[src/logic/cache_pkg.sv]
////////////////////
// shared types for the cache block
// widths, address map and bus request
////////////////////
package cache_pkg;

  typedef logic [31:0]  addr_t;
  typedef logic [63:0]  word_t;
  typedef logic [31:0]  inst_t;
  typedef logic [255:0] line_t;
  typedef logic [7:0]   strb_t;

  // log2 of the access size in bytes
  typedef enum logic [1:0] {SZ_B = 2'd0, SZ_H = 2'd1, SZ_W = 2'd2, SZ_D = 2'd3} size_e;

  typedef enum logic {BUS_READ = 1'b0, BUS_WRITE = 1'b1} bus_op_e;

  typedef struct packed {
    bus_op_e op;
    addr_t   addr;
    word_t   wdata;
    strb_t   wstrb;
    logic    line;
  } bus_req_t;

  localparam int    LINE_BYTES = 32;
  localparam addr_t PERI_LO    = 32'h1000_0000;
  localparam addr_t PERI_HI    = 32'h2FFF_FFFF;
  localparam addr_t MEM_BASE   = 32'h8000_0000;

  // bus masters, lowest index wins
  localparam int NUM_MASTERS = 3;
  localparam int M_DCACHE    = 0;
  localparam int M_UNCACHED  = 1;
  localparam int M_ICACHE    = 2;

  function automatic logic in_peri(addr_t a);
    return (a >= PERI_LO) && (a <= PERI_HI);
  endfunction

  function automatic logic in_mem(addr_t a);
    return a >= MEM_BASE;
  endfunction

  // byte enables for a sized access at a word offset
  function automatic strb_t size_strb(size_e sz, logic [2:0] off);
    strb_t mask;
    case (sz)
      SZ_B:    mask = 8'h01;
      SZ_H:    mask = 8'h03;
      SZ_W:    mask = 8'h0f;
      default: mask = 8'hff;
    endcase
    return mask << off;
  endfunction

endpackage
[src/logic/bus_arbiter.sv]
////////////////////
// fixed-priority bus arbiter
// grant stays with its owner until ready
////////////////////
`timescale 1ns/10ps

module bus_arbiter (
  input  logic                                           clk,
  input  logic                                           i_rst,
  input  logic                [cache_pkg::NUM_MASTERS-1:0] i_valid,
  input  cache_pkg::bus_req_t [cache_pkg::NUM_MASTERS-1:0] i_req,
  input  logic                                           i_bus_ready,
  output logic                [cache_pkg::NUM_MASTERS-1:0] o_ready,
  output logic                                           o_bus_valid,
  output cache_pkg::bus_req_t                            o_bus_req
);

  typedef logic [1:0] mst_t;

  logic locked_q;
  mst_t owner_q;
  mst_t pick;
  mst_t sel;

  // lowest index has the highest priority
  always_comb begin
    if (i_valid[cache_pkg::M_DCACHE]) begin
      pick = mst_t'(cache_pkg::M_DCACHE);
    end else if (i_valid[cache_pkg::M_UNCACHED]) begin
      pick = mst_t'(cache_pkg::M_UNCACHED);
    end else begin
      pick = mst_t'(cache_pkg::M_ICACHE);
    end
  end

  assign sel         = locked_q ? owner_q : pick;
  assign o_bus_valid = i_valid[sel];
  assign o_bus_req   = i_req[sel];

  always_comb begin
    o_ready = '0;
    if (o_bus_valid && i_bus_ready) begin
      o_ready[sel] = 1'b1;
    end
  end

  ////////////////////
  // grant lock

  always_ff @(posedge clk) begin
    if (i_rst) begin
      locked_q <= 1'b0;
    end else begin
      locked_q <= o_bus_valid && !i_bus_ready;
    end
  end

  // unchanged while locked since sel is the owner then
  always_ff @(posedge clk) begin
    owner_q <= sel;
  end

endmodule

[config.mk]
export PLATFORM = sky130hd
export DESIGN_NAME = bus_arbiter
export DESIGN_NICKNAME = d
export VERILOG_FILES = /design/src/logic/cache_pkg.sv /design/src/logic/bus_arbiter.sv
export SDC_FILE = /design/constraint.sdc
export NUM_CORES = 1
export LEC_CHECK = 0
export ABC_AREA = 1
export BUFFER_PORTS_ARGS = -buffer_cell sky130_fd_sc_hd__buf_4
export CORE_AREA = 2 2 167 169
export CTS_BUF_LIST = sky130_fd_sc_hd__clkbuf_16
export CTS_CLUSTER_SIZE = 10
export DETAILED_ROUTE_END_ITERATION = 8
export DIE_AREA = 0 0 169 171
export GPL_ROUTABILITY_DRIVEN = 0
export PLACE_DENSITY = 0.36
export SLEW_MARGIN = 20
export SYNTH_ARGS = -nofsm -noshare
export SYNTH_HDL_FRONTEND = slang
export SYNTH_SLANG_ARGS = --single-unit
[constraint.sdc]
create_clock -name clk -period 1.5 [get_ports clk]
set_input_delay 0.3 -clock clk [delete_from_list [all_inputs] [get_ports clk]]
set_output_delay 0.3 -clock clk [all_outputs]
set_load 0.05 [all_outputs]
==> impl_metrics.json, run 1 <==
{
  "synth_edf_count": 0,
  "netlist_instances": 489,
  "drc_errors": 0,
  "worst-endpoint-required_ps": 1200,
  "rsz0062_at_grt": "yes",
  "ant_nets": 0,
  "clockRootBuffer": "clkbuf_16",
  "die-area_mm2": 0.0289,
  "violations": "negative setup slack",
  "clockBufferDepth": 2,
  "slew_viol_final": 0,
  "rows": 61,
  "htreeDepth": 1,
  "grt_pass1_wl_um": 30300,
  "fmaxAchievable_ghz": 0.470,
  "num_vias": 5145,
  "seq_area_frac_synth": 0.0282,
  "antenna_found_initial": 0,
  "timing.final.ws_setup_ps": -627,
  "synth_ff_type": "dfxtp_1",
  "die-width_um": 169,
  "drv_cap": 0,
  "post-place-ws_ps": -481,
  "holdWs_ps": 222,
  "grt_pass1_vias": 5251,
  "powerDensity_mw_per_mm2": 633,
  "setup_viol": 110,
  "cts_tree": "done",
  "clk_latency_ps": 230,
  "fin_crit_ps": 2130,
  "synth_common_cells": "nand2_1 (326), nand3_1 (107), buf_2 (16), clkbuf_1 (9), buf_4 (6)",
  "first_pass_iters": 4,
  "drtIter0Drc": 73,
  "grt_util_all_layers": 0.137,
  "post-dp-hpwl_um": 16900,
  "antennaDiodeCount": 0,
  "path_class": "flip-flop to output port",
  "place_area_mm2": 0.00754,
  "path_max_fanout": 6,
  "syn_avg_cell_area_um2": 4.36,
  "clkTransAtPathRegs_ps": 30,
  "yosys.cell_types.count": 17,
  "irDropWorstVdd_mv": 0.331,
  "synth-seq-cells": 3,
  "dieHeight_um": 171,
  "rrSetupSlack_ps": 130,
  "drive_gt1_frac": 0.785,
  "wl_per_cell_um": 17.8,
  "syn_nets": 813,
  "cts.sinks": 3,
  "critPathCaptureType": "output port",
  "place.port_buffers": 433,
  "fin_skew_ps": 1.13,
  "timing_hold_violations_final": 0,
  "yosysMostFrequentCell": "nand2_1",
  "p_leak_nw": 4.98,
  "grt_overflow": 0,
  "ys.warnings.count": 0,
  "maxSlewHeadroom": 0.868,
  "final.period_utilization": 1.42,
  "initial_core_util": 0.0780,
  "start_kind": "flip-flop",
  "async_flop_share": 0,
  "core-area_mm2": 0.0273,
  "synth_top_cell_area_share": 0.574,
  "grt_max_degree": 29,
  "total_power_mw": 6.10,
  "status": "finished with violations",
  "wl_um": 23300,
  "viasPerCell": 3.93,
  "min_path_type": "input pin to flip-flop",
  "synthTopCellsByArea": "nand2_1 (57%), nand3_1 (25%), buf_2 (3.8%)",
  "yosysTopAreaCell": "nand2_1",
  "synth_area_mm2": 0.00213,
  "cp.arrival_ps": 1830,
  "fin_area_mm2": 0.00964,
  "cts_made_buffers": 3,
  "num-nets-final": 1289,
  "io_pins": 434,
  "worst_slew_pin_slew_ps": 197,
  "syn_to_final_growth_pct": 352
}
[timing repair]
action / 4_1_cts / 5_1_grt
buffers inserted: 13 / 1
gates cloned: 8 / 13
pin swaps: 4 / 3
hold buffers: 0 / 0
setup endpoints to repair: 110 / 110
resized for setup: 239 / 170
[state kept, by name, summed over array words and instances (netlist names)]
name      flops
owner_q       2
locked_q      1
[cells in the final DEF (no fill, tap or decap), types with 2 or more instances in the layout]
| master | n |
|---|---|
| nor2_4 | 6 |
| dfxtp_1 | 2 |
| nand2_2 | 79 |
| inv_1 | 5 |
| buf_6 | 13 |
| nand2_4 | 51 |
| inv_2 | 2 |
| buf_12 | 23 |
| nand3_4 | 106 |
| buf_16 | 7 |
| buf_4 | 342 |
| inv_4 | 2 |
| buf_8 | 110 |
| nand2_1 | 197 |
| clkbuf_16 | 12 |
[worst paths after layout]
| check | from | end | cells after the start |
|---|---|---|---|
| max | locked_q$_SDFF_PP0_ | o_bus_req[78] | 10 |
| min | i_rst | locked_q$_SDFF_PP0_ | 2 |
| max reg2reg | locked_q$_SDFF_PP0_ | locked_q$_SDFF_PP0_ | 10 |
| min reg2reg | owner_q[0]$_DFF_P_ | owner_q[0]$_DFF_P_ | 5 |
[where the power goes]
group | switching [mW] | leakage [nW] | internal (mW)
combinational | 3.01 | 4.91 | 2.58
clock | 0.0763 | 0.0423 | 0.344
sequential | 0.00473 | 0.0256 | 0.0857
total | 3.09 | 4.98 | 3.01
[cell families after synthesis]
family / after synthesis / synth area share
AOI/OAI and AO/OA: 3 / 0.0147
DFF: 3 / 0.0282
buffers and inverters: 41 / 0.0992
and+or+nand+nor: 442 / 0.858
[critical path: stages, from the launching register on]
cell     delay (ps)
dfxtp_4         350
nor2_4          130
a21oi_4          90
buf_6           120
nor2_4          170
buf_8           190
buf_12          110
buf_16          130
nand2_2          60
nand3_4          90
buf_8           150
[through the flow]
stage	std cells	TNS (ps)	utilization
2_1_floorplan	489	-13870	-
3_3_place_gp	1272	-48800	0.276
3_5_place_dp	1272	-48660	0.276
4_1_cts	1297	-62070	0.322
5_1_grt	1310	-68190	0.353
6_report	1310	-60220	0.353
[layout make-up]
class                           instances  area [µm²]
Multi-Input combinational cell        445        3780
Sequential cell                         3        63.8
Tap cell                              346         433
Clock inverter                          1        3.75
Inverter                                8        35.0
Fill cell                            2911       17700
Timing Repair Buffer                  504        5240
Clock buffer                            3        75.1
[metal layers]
| metal | up-vias | global-route usage | wire length (µm) |
|---|---|---|---|
| met5 | - | 0 | 0 |
| met4 | 0 | 0.0186 | 120 |
| met3 | 6 | 0.0414 | 2020 |
| met2 | 254 | 0.260 | 12200 |
| met1 | 2382 | 0.153 | 8930 |
| li1 | 2503 | - | - |
Note: power is estimated with default switching activity, not from simulation.
==> run 2: changes to the inputs <==
--- a/config.mk
+++ b/config.mk
@@ -14,6 +14,7 @@
 export DIE_AREA = 0 0 169 171
 export GPL_ROUTABILITY_DRIVEN = 0
 export PLACE_DENSITY = 0.36
+export REMOVE_ABC_BUFFERS = 1
 export SLEW_MARGIN = 20
 export SYNTH_ARGS = -nofsm -noshare
 export SYNTH_HDL_FRONTEND = slang
==> impl_metrics.json, run 2 (synthesis results as in run 1) <==
{
  "r2r-end": "locked_q$_SDFF_PP0_",
  "fin_skew_ps": 1.26,
  "syn_to_final_growth_pct": 272,
  "worst-endpoint-required_ps": 1200,
  "die-area_mm2": 0.0289,
  "wl_um": 20400,
  "reg_top3": "owner_q (2), locked_q (1)",
  "setup_viol": 110,
  "irDropWorstVdd_mv": 0.228,
  "grt_max_degree": 46,
  "min_path_type": "input pin to flip-flop",
  "largest_reg_flops": 2,
  "r2r_cells": 11,
  "p_switching_mw": 2.71,
  "critPathCaptureType": "output port",
  "total_power_mw": 5.27,
  "final.period_utilization": 1.43,
  "post-route-util": 0.290,
  "hold_depth": 2,
  "holdWs_ps": 226,
  "swShare": 0.514,
  "top_register": "owner_q",
  "postCtsHoldBufs": 0,
  "grt_util_all_layers": 0.119,
  "num_vias": 5058,
  "first_pass_iters": 4,
  "timing.final.ws_setup_ps": -647,
  "rsz0062_at_grt": "yes",
  "pwr-share-seq": 0.017,
  "grt_overflow": 0,
  "io_pins": 434,
  "drtIter0Drc": 84,
  "ant_nets": 0,
  "timing_hold_violations_final": 0,
  "viasPerCell": 3.91,
  "path_class": "flip-flop to output port",
  "clockBufferDepth": 2,
  "cts_made_buffers": 3,
  "place.port_buffers": 433,
  "core-area_mm2": 0.0273,
  "drive_gt1_frac": 0.658,
  "dieHeight_um": 171,
  "die-width_um": 169,
  "worst_slew_pin_slew_ps": 211,
  "initial_core_util": 0.0780,
  "mostFrequentLayoutCell": "buf_4",
  "htreeDepth": 1,
  "violations": "negative setup slack",
  "grt_pass1_vias": 4932,
  "rrSetupSlack_ps": 70,
  "maxSlewHeadroom": 0.859,
  "antenna_found_initial": 0,
  "drc_errors": 0,
  "r2r-start": "locked_q$_SDFF_PP0_",
  "fmaxAchievable_ghz": 0.466,
  "path_max_fanout": 8,
  "clockPowerShare": 0.079,
  "final_cell_mix": "buf_4 (344), nand2_1 (286), nand3_2 (72), buf_8 (68), buf_6 (44)",
  "hold_path_end": "locked_q$_SDFF_PP0_",
  "post-dp-hpwl_um": 14600,
  "wl_per_cell_um": 15.7,
  "cts.sinks": 3,
  "cts_tree": "done",
  "internal_power_mw": 2.56,
  "rows": 61,
  "fin_crit_ps": 2150,
  "clockRootBuffer": "clkbuf_16",
  "p_comb_frac": 0.904,
  "num-nets-final": 1274,
  "powerDensity_mw_per_mm2": 665,
  "start_kind": "flip-flop",
  "clkTransAtPathRegs_ps": 30,
  "clk_latency_ps": 220,
  "status": "finished with violations",
  "slew_viol_final": 0,
  "p_leak_nw": 4.30,
  "post-place-ws_ps": -554,
  "drv_cap": 0,
  "hp-start": "i_rst",
  "cp.arrival_ps": 1850,
  "grt_pass1_wl_um": 26900,
  "antennaDiodeCount": 0
}
==> run 2: changes by cell type in the layout (fill, tap and decap cells not counted), moves of 4 or more <==
cell,change
buf_6,+31
buf_8,-42
clkbuf_16,-4
nand2_1,+89
nand2_2,-56
nand2_4,-33
nand3_1,+30
nand3_2,+71
nand3_4,-101
==> run 2: final cells by class <==
class,count,area [µm²]
multi-input cells,445,2480
inverters,8,32.5
flip-flops and latches,3,63.8
repair buffers,489,4840
clock inverters,1,3.75
clock buffers,3,75.1
fillers,3020,19400
well taps,346,433
==> run 2: routing by layer <==
layer  vias to the layer above  global-route usage  share of wire
met3                        18              0.0254          0.080
li1                       2474                   -              -
met5                         -                   0        0.00025
met2                       273               0.229           0.52
met4                         2              0.0242          0.018
met1                      2291               0.135           0.39
==> run 2: worst max-delay path, stage by stage, from the launching register on <==
cell and delay (ps):
dfxtp_4 350, nor2_4 150, nand2_2 80, nand2_4 90, inv_4 40, nor2_4 130, buf_12 130, buf_12 130
buf_12 100, buf_12 110, nand2_2 60, nand3_4 70, buf_8 150
==> run 2: repair_timing <==
action	CTS	global route
gates cloned	7	6
resized for setup	206	129
pin swaps	23	21
hold endpoints to repair	0	0
setup endpoints to repair	110	110
setup buffers	11	6
==> run 2: worst max path at each step <==
stage | from | endpoint | cells after the start
2_1_floorplan | locked_q$_SDFF_PP0_ | o_ready[1] | 6
3_3_place_gp | i_valid[0] | o_bus_req[92] | 11
3_5_place_dp | i_valid[0] | o_bus_req[92] | 11
4_1_cts | locked_q$_SDFF_PP0_ | o_bus_req[9] | 12
5_1_grt | locked_q$_SDFF_PP0_ | o_bus_req[59] | 12
6_report | locked_q$_SDFF_PP0_ | o_bus_req[59] | 12
==> run 2: power groups by stage <==
stage	Sequential (mW)	Combinational [mW]	Clock (mW)
final	0.0905	4.76	0.416
after global routing	0.0913	4.98	0.432
after CTS	0.0907	4.41	0.423
after detailed placement	0.0910	3.72	0
after global placement	0.0910	3.73	0
after floorplan	0.0899	2.01	0
==> run 2: stage by stage <==
step	setup TNS, ps	instance area, µm²	cells
2_1_floorplan	-131780	1950	456
3_3_place_gp	-49620	6040	1264
3_5_place_dp	-50260	6040	1264
4_1_cts	-61820	7240	1286
5_1_grt	-73300	7930	1295
6_report	-63070	7930	1295
==> run 3: changes to the inputs <==
--- a/config.mk
+++ b/config.mk
@@ -5,7 +5,6 @@
 export SDC_FILE = /design/constraint.sdc
 export NUM_CORES = 1
 export LEC_CHECK = 0
-export ABC_AREA = 1
 export BUFFER_PORTS_ARGS = -buffer_cell sky130_fd_sc_hd__buf_4
 export CORE_AREA = 2 2 167 169
 export CTS_BUF_LIST = sky130_fd_sc_hd__clkbuf_16
@@ -13,8 +12,9 @@
 export DETAILED_ROUTE_END_ITERATION = 8
 export DIE_AREA = 0 0 169 171
 export GPL_ROUTABILITY_DRIVEN = 0
-export PLACE_DENSITY = 0.36
+export PLACE_DENSITY = 0.37
 export REMOVE_ABC_BUFFERS = 1
+export SETUP_SLACK_MARGIN = 0.05
 export SLEW_MARGIN = 20
 export SYNTH_ARGS = -nofsm -noshare
 export SYNTH_HDL_FRONTEND = slang
==> impl_metrics.json, run 3 <==
{
  "synthTopCellsByArea": "mux2i_1 (42%), o2bb2ai_1 (29%), o2bb2ai_2 (12%)",
  "drc_errors": 0,
  "synth_ff_type": "dfxtp_1",
  "reg_top3": "owner_q (2), locked_q (1)",
  "path_class": "flip-flop to output port",
  "cp_top_family": "buffers and inverters",
  "antenna_found_initial": 0,
  "maxSlewHeadroom": 0.769,
  "rows": 61,
  "seq_area_frac_synth": 0.0235,
  "initial_core_util": 0.0935,
  "met3_usage": 0.0176,
  "r2r-start": "owner_q[0]$_DFF_P_",
  "setup_viol": 110,
  "grt_max_degree": 45,
  "hp-start": "i_rst",
  "irDropWorstVdd_mv": 0.275,
  "synth_mux_area_frac": 0.423,
  "syn_to_final_growth_pct": 187,
  "place_area_mm2": 0.00663,
  "cts_tree": "done",
  "wl_um": 18000,
  "slowest_delay_ps": 360,
  "ant_nets": 0,
  "rrSetupSlack_ps": 160,
  "io_pins": 434,
  "r2r_cells": 6,
  "slew_viol_final": 0,
  "grt_util_all_layers": 0.109,
  "rsz0062_at_grt": "yes",
  "dp_cells": 1069,
  "fin_area_mm2": 0.00733,
  "fin_crit_ps": 2140,
  "cts_made_buffers": 3,
  "drtIter0Drc": 114,
  "violations": "negative setup slack",
  "worst-path-buf-inv": 3,
  "path_cells": "nor2_2 -> a21boi_4 -> buf_12 -> buf_16 -> mux2i_1 -> o2bb2ai_1 -> buf_4",
  "synth_compound_area_frac": 0.438,
  "powerDensity_mw_per_mm2": 636,
  "core-area_mm2": 0.0273,
  "worst_slew_pin_slew_ps": 336,
  "num_vias": 4210,
  "synth_edf_count": 0,
  "timing_hold_violations_final": 0,
  "worst-endpoint-required_ps": 1200,
  "r2r-end": "locked_q$_SDFF_PP0_",
  "synth_top_cell_area_share": 0.423,
  "final_cell_mix": "buf_4 (431), mux2i_1 (92), o2bb2ai_1 (76), buf_6 (49), o2bb2ai_2 (30)",
  "synth_top_family_by_area": "compound AO/OA/AOI/OAI gates",
  "gr-usage-met1": 0.131,
  "die-area_mm2": 0.0289,
  "status": "finished with violations",
  "yosys.cell_types.count": 23,
  "yosysMostFrequentCell": "mux2i_1",
  "ys.warnings.count": 0,
  "yosys.area_share.simple": 0.0225,
  "clkTransAtPathRegs_ps": 30,
  "synthXorXnorAreaFrac": 0,
  "grt_pass1_wl_um": 24900,
  "grt_overflow": 0,
  "post-route-util": 0.268,
  "die-width_um": 169,
  "top_register": "owner_q",
  "clk_latency_ps": 220,
  "path_max_fanout": 12,
  "viasPerCell": 3.86,
  "synthAdderAreaFrac": 0,
  "fill_cells": 2994,
  "drive_gt1_frac": 0.758,
  "netlist_instances": 272,
  "grt_most_used_layer": "met2",
  "place.port_buffers": 433,
  "fmaxAchievable_ghz": 0.466,
  "p_leak_nw": 3.79,
  "largest_reg_flops": 2,
  "mostFrequentLayoutCell": "buf_4",
  "critPathCaptureType": "output port",
  "antennaDiodeCount": 0,
  "final_cells": 1090,
  "start_kind": "flip-flop",
  "clockRootBuffer": "clkbuf_16",
  "syn_avg_cell_area_um2": 9.39,
  "synth_common_cells": "mux2i_1 (108), o2bb2ai_1 (86), o2bb2ai_2 (20), buf_2 (16), clkbuf_1 (9)",
  "min_path_type": "input pin to flip-flop",
  "hold_depth": 2,
  "clockBufferDepth": 2,
  "wl_per_cell_um": 16.5,
  "met2_usage": 0.209,
  "yosysTopAreaCell": "mux2i_1",
  "synth_area_mm2": 0.00255,
  "drv_cap": 0,
  "final.period_utilization": 1.43,
  "first_pass_iters": 4,
  "slowest_stage": "mux2i_1",
  "htreeDepth": 1,
  "fin_skew_ps": 0.651,
  "grt_pass1_vias": 4391,
  "dieHeight_um": 171,
  "hold_path_end": "locked_q$_SDFF_PP0_",
  "synth-seq-cells": 3,
  "num-nets-final": 1069,
  "cts.sinks": 3,
  "cp.arrival_ps": 1840,
  "async_flop_share": 0,
  "post-dp-hpwl_um": 14900,
  "timing.final.ws_setup_ps": -644
}
## run 3: cell count changes after synthesis, moves of 20 or more
cell,before,now
nand2_1,326,4
mux2i_1,0,108
o2bb2ai_2,0,20
nand3_1,107,0
o2bb2ai_1,0,86
## run 3: metrics by stage
stage                     hold WS, ps  worst slack [ps]  total power [mW]  setup TNS [ps]
after global routing              236              -742              4.89          -75450
after floorplan                   375             -6500              2.28         -693950
after global placement            488              -481              3.96          -45290
after detailed placement          473              -474              3.94          -44720
final                             234              -644              4.67          -64640
after CTS                         239              -658              4.56          -67400
## run 3: how the worst max path moves through the flow
stage | depth (start not counted) | slack, ps | to | from
after CTS | 7 | -660 | o_bus_req[27] | locked_q$_SDFF_PP0_
final | 7 | -640 | o_bus_req[46] | locked_q$_SDFF_PP0_
after detailed placement | 8 | -470 | o_bus_req[85] | i_valid[0]
after floorplan | 3 | -6500 | o_bus_req[0] | i_valid[1]
after global routing | 8 | -740 | o_bus_req[1] | locked_q$_SDFF_PP0_
after global placement | 8 | -480 | o_bus_req[95] | i_valid[0]
## run 3: cells by family (layout without fill, tap and decap cells)
group / Yosys count / after routing
compound gates: 112 / 112
buf+inv: 37 / 509
flops: 3 / 3
mux: 108 / 108
simple gates: 12 / 12
## run 3: power breakdown
| part | internal (mW) | total (mW) | switching [mW] | leakage [nW] |
|---|---|---|---|---|
| Combinational | 1.82 | 4.15 | 2.33 | 3.72 |
| Clock | 0.344 | 0.420 | 0.0763 | 0.0423 |
| Sequential | 0.0875 | 0.0926 | 0.00518 | 0.0255 |
## run 3: area by class of cell
cell class | count | area [µm²] | share of cell area
Timing Repair Buffer | 504 | 4310 | 0.587
Sequential cell | 3 | 62.6 | 0.00853
Inverter | 1 | 3.75 | 0.000512
Clock inverter | 1 | 3.75 | 0.000512
Tap cell | 346 | 433 | 0.0590
Multi-Input combinational cell | 232 | 2450 | 0.334
Clock buffer | 3 | 75.1 | 0.0102
## run 3: what timing repair did
action	in CTS	in global routing
setup endpoints to repair	110	110
pin swaps	3	4
setup buffers	7	6
hold buffers	0	0
cloned	1	3
resized for setup	51	43
## run 3: layer usage
metal,vias to the layer above,part of all wire
met1,1937,0.39
li1,2075,-
met4,0,0.0096
met5,-,0
met2,184,0.54
met3,14,0.056
